**src/verilog/ctrlPkg.sv**
```systemverilog
// control field encodings passed from the opcode decoder to the decode/execute register
package ctrlPkg;

	localparam int seSelWidth  = 3;
	localparam int regDstWidth = 2;

	//////////////////////////////////////////////////
	// immediate extension select
	//////////////////////////////////////////////////

	// unlisted codes extend nothing and give zero
	localparam logic [seSelWidth-1:0] seZext5  = 3'b000;
	localparam logic [seSelWidth-1:0] seZext8  = 3'b001;
	localparam logic [seSelWidth-1:0] seSext5  = 3'b010;
	localparam logic [seSelWidth-1:0] seSext8  = 3'b100;
	localparam logic [seSelWidth-1:0] seSext11 = 3'b110;

	//////////////////////////////////////////////////
	// destination register select
	//////////////////////////////////////////////////

	// rd of the register format
	localparam logic [regDstWidth-1:0] dstRd   = 2'b00;
	// rd of immediate format 1
	localparam logic [regDstWidth-1:0] dstI1   = 2'b01;
	// rs, for LBI, SLBI and STU
	localparam logic [regDstWidth-1:0] dstRs   = 2'b10;
	// r7 holds the return address of JAL and JALR
	localparam logic [regDstWidth-1:0] dstLink = 2'b11;

endpackage

```
**src/verilog/isaPkg.sv**
```systemverilog
// instruction set encodings and the instruction word views, imported by every decode block
package isaPkg;

	// field widths
	localparam int opcodeWidth  = 5;
	localparam int functWidth   = 2;
	localparam int instrWidth   = 16;
	localparam int regAddrWidth = 3;

	//////////////////////////////////////////////////
	// opcodes
	//////////////////////////////////////////////////

	// special
	localparam logic [opcodeWidth-1:0] opHalt  = 5'b00000;
	localparam logic [opcodeWidth-1:0] opNop   = 5'b00001;
	localparam logic [opcodeWidth-1:0] opSiic  = 5'b00010;
	localparam logic [opcodeWidth-1:0] opRti   = 5'b00011;

	// jumps, J and JAL carry an 11-bit displacement
	localparam logic [opcodeWidth-1:0] opJ     = 5'b00100;
	localparam logic [opcodeWidth-1:0] opJr    = 5'b00101;
	localparam logic [opcodeWidth-1:0] opJal   = 5'b00110;
	localparam logic [opcodeWidth-1:0] opJalr  = 5'b00111;

	// immediate alu, format 1
	localparam logic [opcodeWidth-1:0] opSubi  = 5'b01000;
	localparam logic [opcodeWidth-1:0] opAddi  = 5'b01001;
	localparam logic [opcodeWidth-1:0] opAndni = 5'b01010;
	localparam logic [opcodeWidth-1:0] opXori  = 5'b01011;
	localparam logic [opcodeWidth-1:0] opRoli  = 5'b10100;
	localparam logic [opcodeWidth-1:0] opSlli  = 5'b10101;
	localparam logic [opcodeWidth-1:0] opRori  = 5'b10110;
	localparam logic [opcodeWidth-1:0] opSrli  = 5'b10111;

	// branches test rs against zero
	localparam logic [opcodeWidth-1:0] opBnez  = 5'b01100;
	localparam logic [opcodeWidth-1:0] opBeqz  = 5'b01101;
	localparam logic [opcodeWidth-1:0] opBltz  = 5'b01110;
	localparam logic [opcodeWidth-1:0] opBgez  = 5'b01111;

	// memory and byte loads
	localparam logic [opcodeWidth-1:0] opSt    = 5'b10000;
	localparam logic [opcodeWidth-1:0] opLd    = 5'b10001;
	localparam logic [opcodeWidth-1:0] opSlbi  = 5'b10010;
	localparam logic [opcodeWidth-1:0] opStu   = 5'b10011;
	localparam logic [opcodeWidth-1:0] opLbi   = 5'b11000;

	// register format
	localparam logic [opcodeWidth-1:0] opBtr    = 5'b11001;
	localparam logic [opcodeWidth-1:0] aluShift = 5'b11010;
	localparam logic [opcodeWidth-1:0] aluArith = 5'b11011;
	localparam logic [opcodeWidth-1:0] opSeq    = 5'b11100;
	localparam logic [opcodeWidth-1:0] opSlt    = 5'b11101;
	localparam logic [opcodeWidth-1:0] opSle    = 5'b11110;
	localparam logic [opcodeWidth-1:0] opSco    = 5'b11111;

	// funct codes within aluArith
	localparam logic [functWidth-1:0] fnAdd  = 2'b00;
	localparam logic [functWidth-1:0] fnSub  = 2'b01;
	localparam logic [functWidth-1:0] fnXor  = 2'b10;
	localparam logic [functWidth-1:0] fnAndn = 2'b11;

	// funct codes within aluShift
	localparam logic [functWidth-1:0] fnRol = 2'b00;
	localparam logic [functWidth-1:0] fnSll = 2'b01;
	localparam logic [functWidth-1:0] fnRor = 2'b10;
	localparam logic [functWidth-1:0] fnSrl = 2'b11;

	//////////////////////////////////////////////////
	// instruction word, opcode always in 15:11
	//////////////////////////////////////////////////
	typedef union packed {
		struct packed {
			logic [opcodeWidth-1:0]  opcode;
			logic [regAddrWidth-1:0] rs;
			logic [regAddrWidth-1:0] rt;
			logic [regAddrWidth-1:0] rd;
			logic [functWidth-1:0]   funct;
		} rFmt;
		struct packed {
			logic [opcodeWidth-1:0]  opcode;
			logic [regAddrWidth-1:0] rs;
			logic [regAddrWidth-1:0] rd;
			logic [4:0]              imm5;
		} iFmt1;
		struct packed {
			logic [opcodeWidth-1:0]  opcode;
			logic [regAddrWidth-1:0] rs;
			logic [7:0]              imm8;
		} iFmt2;
		struct packed {
			logic [opcodeWidth-1:0]  opcode;
			logic [10:0]             disp11;
		} jFmt;
	} instrWord;

endpackage
```
**src/verilog/decodeStage.sv**
```systemverilog
// decode stage top, connects the opcode decoder, register file and decode/execute register
module decodeStage #(
	parameter int dataWidth = 16
) (
	input  logic                            clk,
	input  logic                            rstN,
	input  logic                            instrValid,
	input  isaPkg::instrWord                instr,
	input  logic [dataWidth-1:0]            pcPlus2,
	input  logic                            stall,
	input  logic                            wbEn,
	input  logic [isaPkg::regAddrWidth-1:0] wbAddr,
	input  logic [dataWidth-1:0]            wbData,
	output logic                            exValid,
	output logic                            exErr,
	output logic [ctrlPkg::regDstWidth-1:0] exRegDst,
	output logic [ctrlPkg::seSelWidth-1:0]  exSeSel,
	output logic                            exRegWrite,
	output logic                            exDMemWrite,
	output logic                            exDMemEn,
	output logic                            exAluSrc2,
	output logic                            exInvA,
	output logic                            exInvB,
	output logic                            exCin,
	output logic                            exPcSrc,
	output logic                            exPcImm,
	output logic                            exBranching,
	output logic                            exMemToReg,
	output logic                            exDump,
	output logic                            exJump,
	output logic [dataWidth-1:0]            exRsData,
	output logic [dataWidth-1:0]            exRtData,
	output logic [dataWidth-1:0]            exImm,
	output logic [dataWidth-1:0]            exPcPlus2,
	output logic [isaPkg::regAddrWidth-1:0] exWriteReg
);

	import ctrlPkg::*;

	// decoder levels into the pipeline register
	logic [regDstWidth-1:0] regDst;
	logic [seSelWidth-1:0]  seSel;
	logic regWrite, dMemWrite, dMemEn, aluSrc2, invA, invB, cin;
	logic pcSrc, pcImm, branching, memToReg, dump, jump, illegal;

	// source operands
	logic [dataWidth-1:0] rsData;
	logic [dataWidth-1:0] rtData;

	controlDecode u_controlDecode (
		.opcode    (instr.rFmt.opcode),
		.funct     (instr.rFmt.funct),
		.regDst    (regDst),
		.seSel     (seSel),
		.regWrite  (regWrite),
		.dMemWrite (dMemWrite),
		.dMemEn    (dMemEn),
		.aluSrc2   (aluSrc2),
		.invA      (invA),
		.invB      (invB),
		.cin       (cin),
		.pcSrc     (pcSrc),
		.pcImm     (pcImm),
		.branching (branching),
		.memToReg  (memToReg),
		.dump      (dump),
		.jump      (jump),
		.illegal   (illegal)
	);

	// rs and rt sit in the same bits for every format that reads them
	regFile #(.dataWidth(dataWidth)) u_regFile (
		.clk    (clk),
		.rstN   (rstN),
		.rsAddr (instr.rFmt.rs),
		.rtAddr (instr.rFmt.rt),
		.wbEn   (wbEn),
		.wbAddr (wbAddr),
		.wbData (wbData),
		.rsData (rsData),
		.rtData (rtData)
	);

	idExLatch #(.dataWidth(dataWidth)) u_idExLatch (
		.clk         (clk),
		.rstN        (rstN),
		.instrValid  (instrValid),
		.stall       (stall),
		.instr       (instr),
		.pcPlus2     (pcPlus2),
		.rsData      (rsData),
		.rtData      (rtData),
		.regDst      (regDst),
		.seSel       (seSel),
		.regWrite    (regWrite),
		.dMemWrite   (dMemWrite),
		.dMemEn      (dMemEn),
		.aluSrc2     (aluSrc2),
		.invA        (invA),
		.invB        (invB),
		.cin         (cin),
		.pcSrc       (pcSrc),
		.pcImm       (pcImm),
		.branching   (branching),
		.memToReg    (memToReg),
		.dump        (dump),
		.jump        (jump),
		.illegal     (illegal),
		.exValid     (exValid),
		.exErr       (exErr),
		.exRegDst    (exRegDst),
		.exSeSel     (exSeSel),
		.exRegWrite  (exRegWrite),
		.exDMemWrite (exDMemWrite),
		.exDMemEn    (exDMemEn),
		.exAluSrc2   (exAluSrc2),
		.exInvA      (exInvA),
		.exInvB      (exInvB),
		.exCin       (exCin),
		.exPcSrc     (exPcSrc),
		.exPcImm     (exPcImm),
		.exBranching (exBranching),
		.exMemToReg  (exMemToReg),
		.exDump      (exDump),
		.exJump      (exJump),
		.exRsData    (exRsData),
		.exRtData    (exRtData),
		.exImm       (exImm),
		.exPcPlus2   (exPcPlus2),
		.exWriteReg  (exWriteReg)
	);

endmodule

```
**src/verilog/idExLatch.sv**
```systemverilog
// immediate extension, destination select and the decode/execute pipeline register
module idExLatch #(
	parameter int dataWidth = 16
) (
	input  logic                            clk,
	input  logic                            rstN,
	input  logic                            instrValid,
	input  logic                            stall,
	input  isaPkg::instrWord                instr,
	input  logic [dataWidth-1:0]            pcPlus2,
	input  logic [dataWidth-1:0]            rsData,
	input  logic [dataWidth-1:0]            rtData,
	input  logic [ctrlPkg::regDstWidth-1:0] regDst,
	input  logic [ctrlPkg::seSelWidth-1:0]  seSel,
	input  logic                            regWrite,
	input  logic                            dMemWrite,
	input  logic                            dMemEn,
	input  logic                            aluSrc2,
	input  logic                            invA,
	input  logic                            invB,
	input  logic                            cin,
	input  logic                            pcSrc,
	input  logic                            pcImm,
	input  logic                            branching,
	input  logic                            memToReg,
	input  logic                            dump,
	input  logic                            jump,
	input  logic                            illegal,
	output logic                            exValid,
	output logic                            exErr,
	output logic [ctrlPkg::regDstWidth-1:0] exRegDst,
	output logic [ctrlPkg::seSelWidth-1:0]  exSeSel,
	output logic                            exRegWrite,
	output logic                            exDMemWrite,
	output logic                            exDMemEn,
	output logic                            exAluSrc2,
	output logic                            exInvA,
	output logic                            exInvB,
	output logic                            exCin,
	output logic                            exPcSrc,
	output logic                            exPcImm,
	output logic                            exBranching,
	output logic                            exMemToReg,
	output logic                            exDump,
	output logic                            exJump,
	output logic [dataWidth-1:0]            exRsData,
	output logic [dataWidth-1:0]            exRtData,
	output logic [dataWidth-1:0]            exImm,
	output logic [dataWidth-1:0]            exPcPlus2,
	output logic [isaPkg::regAddrWidth-1:0] exWriteReg
);

	import isaPkg::*;
	import ctrlPkg::*;

	logic [dataWidth-1:0]    immExt;
	logic [regAddrWidth-1:0] writeReg;

	// immediate through the format view the extension implies
	always_comb begin
		case (seSel)
			seZext5:  immExt = {{(dataWidth-5){1'b0}}, instr.iFmt1.imm5};
			seZext8:  immExt = {{(dataWidth-8){1'b0}}, instr.iFmt2.imm8};
			seSext5:  immExt = {{(dataWidth-5){instr.iFmt1.imm5[4]}}, instr.iFmt1.imm5};
			seSext8:  immExt = {{(dataWidth-8){instr.iFmt2.imm8[7]}}, instr.iFmt2.imm8};
			seSext11: immExt = {{(dataWidth-11){instr.jFmt.disp11[10]}}, instr.jFmt.disp11};
			default:  immExt = '0;
		endcase
	end

	always_comb begin
		case (regDst)
			dstRd:   writeReg = instr.rFmt.rd;
			dstI1:   writeReg = instr.iFmt1.rd;
			dstRs:   writeReg = instr.rFmt.rs;
			default: writeReg = {regAddrWidth{1'b1}};
		endcase
	end

	//////////////////////////////////////////////////
	// pipeline register
	//////////////////////////////////////////////////

	// stall holds every field, a bubble clears the gated controls
	always_ff @(posedge clk or negedge rstN) begin
		if (!rstN) begin
			exValid     <= 1'b0;
			exErr       <= 1'b0;
			exRegDst    <= '0;
			exSeSel     <= '0;
			exRegWrite  <= 1'b0;
			exDMemWrite <= 1'b0;
			exDMemEn    <= 1'b0;
			exAluSrc2   <= 1'b0;
			exInvA      <= 1'b0;
			exInvB      <= 1'b0;
			exCin       <= 1'b0;
			exPcSrc     <= 1'b0;
			exPcImm     <= 1'b0;
			exBranching <= 1'b0;
			exMemToReg  <= 1'b0;
			exDump      <= 1'b0;
			exJump      <= 1'b0;
			exRsData    <= '0;
			exRtData    <= '0;
			exImm       <= '0;
			exPcPlus2   <= '0;
			exWriteReg  <= '0;
		end else if (!stall) begin
			exValid     <= instrValid;
			exErr       <= illegal & instrValid;
			// state-changing controls never fire for a bubble
			exRegWrite  <= regWrite & instrValid;
			exDMemWrite <= dMemWrite & instrValid;
			exDMemEn    <= dMemEn & instrValid;
			exPcSrc     <= pcSrc & instrValid;
			exBranching <= branching & instrValid;
			exJump      <= jump & instrValid;
			// memory dump on HALT, valid-gated instead of reset-gated
			exDump      <= dump & instrValid;
			// don't-care when the slot is empty
			exRegDst    <= regDst;
			exSeSel     <= seSel;
			exAluSrc2   <= aluSrc2;
			exInvA      <= invA;
			exInvB      <= invB;
			exCin       <= cin;
			exPcImm     <= pcImm;
			exMemToReg  <= memToReg;
			exRsData    <= rsData;
			exRtData    <= rtData;
			exImm       <= immExt;
			exPcPlus2   <= pcPlus2;
			exWriteReg  <= writeReg;
		end
	end

	assert property (@(posedge clk) disable iff (!rstN) exErr |-> exValid);

endmodule

```
**src/verilog/regFile.sv**
```systemverilog
// eight-entry register file, two read ports with write-through and one writeback port
module regFile #(
	parameter int dataWidth = 16
) (
	input  logic                            clk,
	input  logic                            rstN,
	input  logic [isaPkg::regAddrWidth-1:0] rsAddr,
	input  logic [isaPkg::regAddrWidth-1:0] rtAddr,
	input  logic                            wbEn,
	input  logic [isaPkg::regAddrWidth-1:0] wbAddr,
	input  logic [dataWidth-1:0]            wbData,
	output logic [dataWidth-1:0]            rsData,
	output logic [dataWidth-1:0]            rtData
);

	import isaPkg::*;

	localparam int numRegs = 2 ** regAddrWidth;

	logic [dataWidth-1:0] regs [numRegs];

	// write port, all registers clear on reset
	always_ff @(posedge clk or negedge rstN) begin
		if (!rstN) begin
			for (int i = 0; i < numRegs; i++) begin
				regs[i] <= '0;
			end
		end else if (wbEn) begin
			regs[wbAddr] <= wbData;
		end
	end

	// a same-cycle writeback to the read address is forwarded
	always_comb begin
		rsData = regs[rsAddr];
		rtData = regs[rtAddr];
		if (wbEn && (wbAddr == rsAddr)) begin
			rsData = wbData;
		end
		if (wbEn && (wbAddr == rtAddr)) begin
			rtData = wbData;
		end
	end

	// writeback stage must present a clean address with its enable
	assert property (@(posedge clk) disable iff (!rstN) wbEn |-> !$isunknown(wbAddr));

endmodule

```
**src/verilog/controlDecode.sv**
```systemverilog
// combinational opcode/funct decoder, drives the control levels of the decode stage
module controlDecode (
	input  logic [isaPkg::opcodeWidth-1:0]  opcode,
	input  logic [isaPkg::functWidth-1:0]   funct,
	output logic [ctrlPkg::regDstWidth-1:0] regDst,
	output logic [ctrlPkg::seSelWidth-1:0]  seSel,
	output logic                            regWrite,
	output logic                            dMemWrite,
	output logic                            dMemEn,
	output logic                            aluSrc2,
	output logic                            invA,
	output logic                            invB,
	output logic                            cin,
	output logic                            pcSrc,
	output logic                            pcImm,
	output logic                            branching,
	output logic                            memToReg,
	output logic                            dump,
	output logic                            jump,
	output logic                            illegal
);

	import isaPkg::*;
	import ctrlPkg::*;

	always_comb begin
		// most instructions write a register and take rt as operand 2
		regWrite  = 1'b1;
		aluSrc2   = 1'b1;
		regDst    = dstRd;
		seSel     = seZext5;
		dMemWrite = 1'b0;
		dMemEn    = 1'b0;
		invA      = 1'b0;
		invB      = 1'b0;
		cin       = 1'b0;
		pcSrc     = 1'b0;
		pcImm     = 1'b0;
		branching = 1'b0;
		memToReg  = 1'b0;
		dump      = 1'b0;
		jump      = 1'b0;
		illegal   = 1'b0;

		case (opcode)
			//////////////////////////////////////////////////
			// register format
			//////////////////////////////////////////////////
			aluArith: begin
				regDst = dstRd;
				// subtract as ~rs + rt + 1
				if (funct == fnSub) begin
					invA = 1'b1;
					cin  = 1'b1;
				end
			end
			// compares subtract rt from rs
			opSeq, opSlt, opSle: begin
				regDst = dstRd;
				invB   = 1'b1;
				cin    = 1'b1;
			end
			aluShift, opSco, opBtr: regDst = dstRd;

			//////////////////////////////////////////////////
			// immediate format 1
			//////////////////////////////////////////////////
			opSubi: begin
				aluSrc2 = 1'b0;
				regDst  = dstI1;
				seSel   = seSext5;
				invA    = 1'b1;
				cin     = 1'b1;
			end
			opAddi: begin
				aluSrc2 = 1'b0;
				regDst  = dstI1;
				seSel   = seSext5;
			end
			opAndni: begin
				aluSrc2 = 1'b0;
				regDst  = dstI1;
				invB    = 1'b1;
			end
			// logic and shift immediates keep the zero-extended imm5
			opXori, opRoli, opSlli, opRori, opSrli: begin
				aluSrc2 = 1'b0;
				regDst  = dstI1;
			end
			opSt: begin
				aluSrc2   = 1'b0;
				regDst    = dstI1;
				seSel     = seSext5;
				dMemEn    = 1'b1;
				dMemWrite = 1'b1;
				regWrite  = 1'b0;
			end
			opLd: begin
				aluSrc2  = 1'b0;
				regDst   = dstI1;
				seSel    = seSext5;
				dMemEn   = 1'b1;
				memToReg = 1'b1;
			end
			// store with update writes the new address back to rs
			opStu: begin
				aluSrc2   = 1'b0;
				regDst    = dstRs;
				seSel     = seSext5;
				dMemEn    = 1'b1;
				dMemWrite = 1'b1;
			end

			//////////////////////////////////////////////////
			// immediate format 2 and jumps
			//////////////////////////////////////////////////
			opBnez, opBeqz, opBltz, opBgez: begin
				seSel     = seSext8;
				pcSrc     = 1'b1;
				branching = 1'b1;
				aluSrc2   = 1'b0;
				regWrite  = 1'b0;
			end
			opLbi: begin
				seSel   = seSext8;
				regDst  = dstRs;
				aluSrc2 = 1'b0;
			end
			opSlbi: begin
				seSel   = seZext8;
				regDst  = dstRs;
				aluSrc2 = 1'b0;
			end
			// JALR links through r7
			opJr, opJalr: begin
				seSel    = seSext8;
				jump     = 1'b1;
				pcSrc    = 1'b1;
				regWrite = (opcode == opJalr);
				regDst   = (opcode == opJalr) ? dstLink : dstRd;
			end
			// pc-relative, target is pc + 2 + disp11
			opJ, opJal: begin
				seSel    = seSext11;
				pcImm    = 1'b1;
				pcSrc    = 1'b1;
				regWrite = (opcode == opJal);
				regDst   = (opcode == opJal) ? dstLink : dstRd;
			end

			// special
			opNop: regWrite = 1'b0;
			opHalt: begin
				regWrite = 1'b0;
				dump     = 1'b1;
			end
			// return from interrupt restores the pc
			opRti: begin
				regWrite = 1'b0;
				pcSrc    = 1'b1;
			end
			opSiic: ;
			default: illegal = 1'b1;
		endcase
	end

	// every store enables memory, every branch redirects the pc
	assert final (!dMemWrite || dMemEn);
	assert final (!branching || pcSrc);

endmodule

```
**config.mk**
```make
export PLATFORM = sky130hd
export DESIGN_NAME = decodeStage
export DESIGN_NICKNAME = d
export VERILOG_FILES = /design/src/verilog/ctrlPkg.sv /design/src/verilog/isaPkg.sv /design/src/verilog/decodeStage.sv /design/src/verilog/idExLatch.sv /design/src/verilog/regFile.sv /design/src/verilog/controlDecode.sv
export SDC_FILE = /design/constraint.sdc
export NUM_CORES = 1
export LEC_CHECK = 0
export BUFFER_PORTS_ARGS = -buffer_cell sky130_fd_sc_hd__buf_2
export CORE_UTILIZATION = 53
export DETAILED_ROUTE_END_ITERATION = 12
export PLACE_DENSITY = 0.8
export SLEW_MARGIN = 5
export SYNTH_ARGS = -nofsm -noshare
export SYNTH_HDL_FRONTEND = slang
export SYNTH_SLANG_ARGS = --single-unit
```
**constraint.sdc**
```tcl
create_clock -name clk -period 1.4 [get_ports clk]
set_clock_uncertainty 0.2 [all_clocks]
set_input_delay 0.07 -clock clk [delete_from_list [all_inputs] [get_ports clk]]
set_output_delay 0.07 -clock clk [all_outputs]
set_load 0.05 [all_outputs]
```
# Word-level counts from Yosys, hierarchy flattened
# Cells that the tools add are included.
[op_classes]
n_eq_ne = 36
muxes = 31
reduce_logical = 20
bitwise_logic = 10
magnitude_cmp = 4
[ops]
columns = ["op", "count"]
rows = [
  ["bitwise mux 128 bit", 1],
  ["two-way mux 16 bit", 7],
  ["binary-select mux 16 bit (select 3 bit)", 2],
  ["one-hot mux 16 bit (5 select lines)", 1],
  ["equality test 5 bit (second input constant)", 13],
  ["demux 16 bit (select 3 bit)", 1],
  ["equality test 5 x 4 -> 1 bit (second input constant)", 8],
  ["equality test 5 x 3 -> 1 bit (second input constant)", 4],
  ["OR reduction 17 bit", 1],
  [">= comparator 4 bit (second input constant)", 3],
  ["inverter 3 -> 4 bit", 3],
  ["one-hot mux 3 bit (4 select lines)", 1],
  ["OR reduction 4 bit", 3],
  ["two-way mux 1 bit", 11],
  ["OR reduction 10 bit", 1],
  ["one-hot mux 3 bit (3 select lines)", 1],
  ["OR reduction 9 bit", 1],
  ["one-hot mux 2 bit (4 select lines)", 1],
  ["OR reduction 8 bit", 1],
  ["bitwise AND 1 bit", 7],
  ["OR reduction 7 bit", 1],
  ["equality test 3 bit", 2],
  ["equality test 3 bit (second input constant)", 2],
  ["OR reduction 2 bit", 3],
  ["other kinds (16)", 22],
]
[totals]
input_bits = 56
word_cells = 130
reg_bits = 214

# Longest topological paths before layout
[depth]
word_depth = 6
ltp_mapped = 6

# By module
# A second synthesis with hierarchy kept.
[unflattened]
hier_cells = 742
hier_area_um2 = 11173.2
[modules_own_cells]
columns = ["module", "cells_each", "seq_area_each_um2", "area_per_inst_um2", "instances"]
rows = [
  ["regFile", 452, 3203.1, 7508.5, 1],
  ["idExLatch", 234, 2052.0, 3321.9, 1],
  ["controlDecode", 56, 0.0, 342.8, 1],
]

# Least setup slack after synthesis
# OpenSTA, ideal clock, no wires.
[synth_timing]
path_kind = "input-to-reg"
startpoint = "input wbAddr[2] in the netlist's numbering"
endpoint = "register u_regFile.regs[85] in the netlist's numbering"
path_slack_ns = -0.132
path_stages = 5
arrival_ns = 1.206
path_cell_list = "buf_6 -> nand2b_4 -> nor3b_4 -> buf_8 -> mux2_4"
[synth_between]
elab_chain_cells = 6
[synth_lines]
columns = ["element", "line", "source"]
rows = [
  ["start: declaration", "decodeStage.sv:12", "input logic [isaPkg::regAddrWidth-1:0] wbAddr,"],
  ["inverter 3 -> 4 bit (implied by the code) (*)", "regFile.sv:29", "regs[wbAddr] <= wbData;"],
  [">= comparator 4 bit (implied by the code) / < comparator 4 x 1 -> 1 bit (equally long branches)", "regFile.sv:29", ""],
  ["logical AND 1 bit (implied by the code)", "regFile.sv:29", ""],
  ["two-way mux 16 bit (implied by the code)", "regFile.sv:29", ""],
  ["demux 16 bit (select 3 bit) (*)", "regFile.sv:29", ""],
  ["bitwise mux 128 bit (*)", "regFile.sv:29", ""],
  ["end signal: indexed assignment", "regFile.sv:29", ""],
  ["end: declaration", "regFile.sv:20", "logic [dataWidth-1:0] regs [numRegs];"],
]
# Mark *: on every way between the ends. The rest lies on a longest branch, timed or not.
# A chain may end at the register's enable or synchronous reset.

# Worst setup path after layout
[layout_timing]
startpoint = "register u_regFile.regs[126] in the netlist's numbering"
endpoint = "register u_idExLatch.exRtData[14]"
[layout_between]
elab_chain_cells = 4
[layout_lines]
columns = ["element", "line", "source"]
rows = [
  ["binary-select mux 16 bit (select 3 bit)", "regFile.sv:36", "rtData = regs[rtAddr];"],
  ["two-way mux 16 bit (implied by the code) (2 in series)", "regFile.sv:36", ""],
  ["two-way mux 16 bit", "regFile.sv:40", "if (wbEn && (wbAddr == rtAddr)) begin"],
  ["end signal: assignment", "idExLatch.sv:131", "exRtData <= rtData;"],
  ["end: declaration", "idExLatch.sv:47", "output logic [dataWidth-1:0] exRtData,"],
]
# No other way between the ends. The select of a mux whose other input is x is not followed.

==> metrics.txt <==
outcome=finished with violations; failing checks=negative hold slack, negative setup slack; fmax=656.7 MHz; power consumption=19.95 mW; crit-path max FO=3; YS warnings=0; count of final setup violators=33; r2r worst-path depth=3; Synth top area share=48.84%; first-pass GRT wire length=45220 µm; syn avg cell area=14.67 µm²; Total GRT Usage=29.03%; Distinct cells, synth=63; pin count of the biggest net entering global routing=59; number of synthesized register bits=209; CP peak stage delay=0.49 ns; crit path DAT=1.70 ns; initial antenna violation count=1; RSZ-0062 raised after global routing=true; Worst Tran Pin Value=0.5478 ns; startpoint types=flip-flop; Die W=144.1 µm; Syn Nets=786; Final GP Congestion=0.8770; delay-heaviest family, CP=multiplexers; worst-case clock buffer depth=3; post-synthesis sequential area ratio=48.84%; die height=144.1 µm; CTS H-tree depth=1; share of layout cells above drive strength 1=51.85%; PD cells=1425 mW/mm²; std cell rows=51; critical path data required time=1.57 ns; CTS root buffer=clkbuf_16; Top Ports=143; fill cell total of the finished layout=1189; Multi-input gate area=0.005029 mm²; HPWL after DPL=17160 µm; DR pass1 iterations=5; 1st-iter DRT viols=559; reg2reg setup slack=-0.12 ns; Reg area=0.005231 mm²; Worst R2R End=u_idExLatch.exRtData[14]$_DFFE_PN0N_; CTS buffer count=21; CP Capture Type=flip-flop; worst slack, placed=-0.2741 ns; LEAKAGE=6.169 nW; initial core utilization=54.48%; WHS=-0.1169 ns; CTS sink count=209; Async SR Flop Fraction=100.0%; number of synthesized flops with an enable pin=0; # port buffers=141; clock transition at the registers of the reported paths=0.07 ns; vias in the first global route=8117; Routed Antenna Nets=0; core area=0.01965 mm²; top_reg_cell synth=dfrtp_1; Post-Synthesis Cell Area=0.01071 mm²; CTS tree=done; Peak VDD IR=0.8383 mV; Synth Instances=730; hold crit path type=in2async; critical path, cell by cell=mux4_2, mux2i_1, o21ai_1; clk_lat worst skew=0.50 ns; Vias/cell=6.219; WL final=30620 µm; Crit path buffers/inverters=0; DR DRC count=0; GRT Residual Overflow=0; largest cells by area after synthesis=dfrtp_1 49%, mux2_2 15%, mux4_2 13%; post-DR wirelength/cell=24.69 µm; Final nets=1018; Final Critical Period=1.523 ns; final hold vios=33; period utilization=108.8%; P&R area growth vs syn=30.75%; DIE AREA=0.02078 mm²; Synth area leader=dfrtp_1; Reg2Reg Launch Point=u_regFile.regs[126]$_DFFE_PN0P_; max-slew violations=0; Max Cap Viol=0; CP Class=reg2reg; vias=7712; Final WS setup=-0.1228 ns; Crit. Startpoint=u_regFile.regs[126]$_DFFE_PN0P_; Slew headroom=63.17%; cell with the largest stage delay on the worst path=mux4_2
==> timing repair <==
item	4_1_cts	5_1_grt
gates cloned	0	1
hold buffers	55	5
setup endpoints to repair	74	114
pin swaps	7	9
endpoints found under the hold margin	415	39
setup buffers	6	4
resized for setup	76	84
==> through the flow <==
stage / TNS (ns) / instance area, µm² / utilization (%) / hold slack [ns] / std cells
6_report: -1.778 / 14000 / 71.24 / -0.1169 / 1240
5_1_grt: -3.433 / 14000 / 71.24 / -0.08220 / 1240
4_1_cts: -1.698 / 13660 / 69.51 / -0.1616 / 1231
3_5_place_dp: -19.69 / 12190 / 62.00 / -0.1608 / 1135
3_3_place_gp: -16.36 / 12190 / 62.00 / -0.1639 / 1135
2_1_floorplan: -2.584 / 10820 / - / -0.4256 / 730
==> worst register-to-register path, delay by kind of cell (launching register included) <==
| family | cells | cell delay [ns] |
|---|---|---|
| muxes | 2 | 0.68 |
| DFF | 1 | 0.42 |
| AOI/OAI and AO/OA | 1 | 0.09 |
==> cells in the final DEF, fill, tap and decap left out, types with 3 or more instances in the layout <==
| cell type | count |
|---|---|
| a2bb2oi_1 | 9 |
| dfrtp_1 | 208 |
| nor2_1 | 6 |
| clkbuf_8 | 8 |
| mux2_2 | 131 |
| nor2b_1 | 5 |
| dlymetal6s4s_1 | 5 |
| xor2_1 | 4 |
| buf_8 | 6 |
| buf_6 | 14 |
| a22oi_1 | 33 |
| a22o_1 | 3 |
| bufinv_16 | 3 |
| mux2i_1 | 32 |
| nand2b_1 | 6 |
| clkbuf_4 | 27 |
| nand4b_2 | 3 |
| buf_4 | 86 |
| o31ai_1 | 3 |
| dlygate4sd3_1 | 53 |
| buf_12 | 30 |
| clkbuf_16 | 22 |
| o21ai_1 | 32 |
| nand2_1 | 24 |
| mux4_2 | 64 |
| nor3_1 | 3 |
| mux2_4 | 19 |
| o21ai_0 | 7 |
| nor3_4 | 3 |
| buf_2 | 59 |
| a21oi_1 | 5 |
| inv_1 | 6 |
==> flip-flops by register name, summed over array words and instances (netlist names), 2 cells and up <==
name / flops
u_idExLatch.exPcPlus2: 16
u_idExLatch.exRegDst: 2
u_idExLatch.exRsData: 16
u_idExLatch.exWriteReg: 3
u_idExLatch.exImm: 11
u_idExLatch.exSeSel: 3
u_idExLatch.exRtData: 16
u_regFile.regs: 128
==> worst max path at each step <==
stage                                                end  slack (ns)  depth (start not counted)
floorplan                 u_regFile.regs[85]$_DFFE_PN0P_       -0.11                          5
global placement     u_idExLatch.exRsData[4]$_DFFE_PN0N_       -0.20                          6
detailed placement   u_idExLatch.exRsData[6]$_DFFE_PN0N_       -0.27                          6
CTS                  u_idExLatch.exRtData[1]$_DFFE_PN0N_       -0.11                          3
global route        u_idExLatch.exRtData[14]$_DFFE_PN0N_       -0.15                          3
finish              u_idExLatch.exRtData[14]$_DFFE_PN0N_       -0.12                          3
==> Yosys cell counts, types with 4 or more instances <==
library cell and count:
a21oi_1 5, a221oi_1 4, a22oi_1 33, a2bb2oi_1 10, buf_1 7, buf_2 16
buf_4 16, buf_6 13, clkbuf_1 6, clkbuf_4 10, dfrtp_1 209, inv_1 6
mux2_2 140, mux2_4 10, mux2i_1 34, mux4_1 4, mux4_2 60, nand2_1 24
nand2b_1 7, nor2_1 7, nor2b_1 5, nor3_1 4, o21ai_0 36, o21ai_1 4
xor2_1 4
==> final cells by class <==
cell class / count / area share [%]
inverters: 7 / 0.1877
diodes: 1 / 0.01787
well taps: 265 / 2.368
flip-flops and latches: 209 / 37.36
multi-input cells: 440 / 35.92
clock buffers: 30 / 4.495
clock inverters: 5 / 0.7149
repair buffers: 283 / 18.94
==> report_power, final <==
group	internal, mW	switching, mW	total, mW	leakage, nW
Sequential	7.22	0.953	8.18	2.54
Clock	3.65	2.32	5.97	0.362
Combinational	2.83	2.96	5.80	3.27
==> routing by layer <==
metal	vias to the layer above	part of all wire, %	track usage, %
li1	3229	-	-
met1	3976	38	36.29
met2	402	51	50.78
met3	105	7.5	4.536
met4	0	3.8	11.19
met5	-	0	0
==> cells by family (layout without fill, tap and decap cells) <==
kind of cell	Yosys count	after routing	synth area share [%]
and+or+nand+nor	68	68	4.312
xor gates and xnor gates	7	7	0.7829
muxes	249	249	33.01
other	1	2	0.03502
DFF	209	209	48.84
AOI/OAI and AO/OA	115	115	7.654
buffers and inverters	81	325	5.363
No activity file was read; power rests on OpenSTA's default activity.
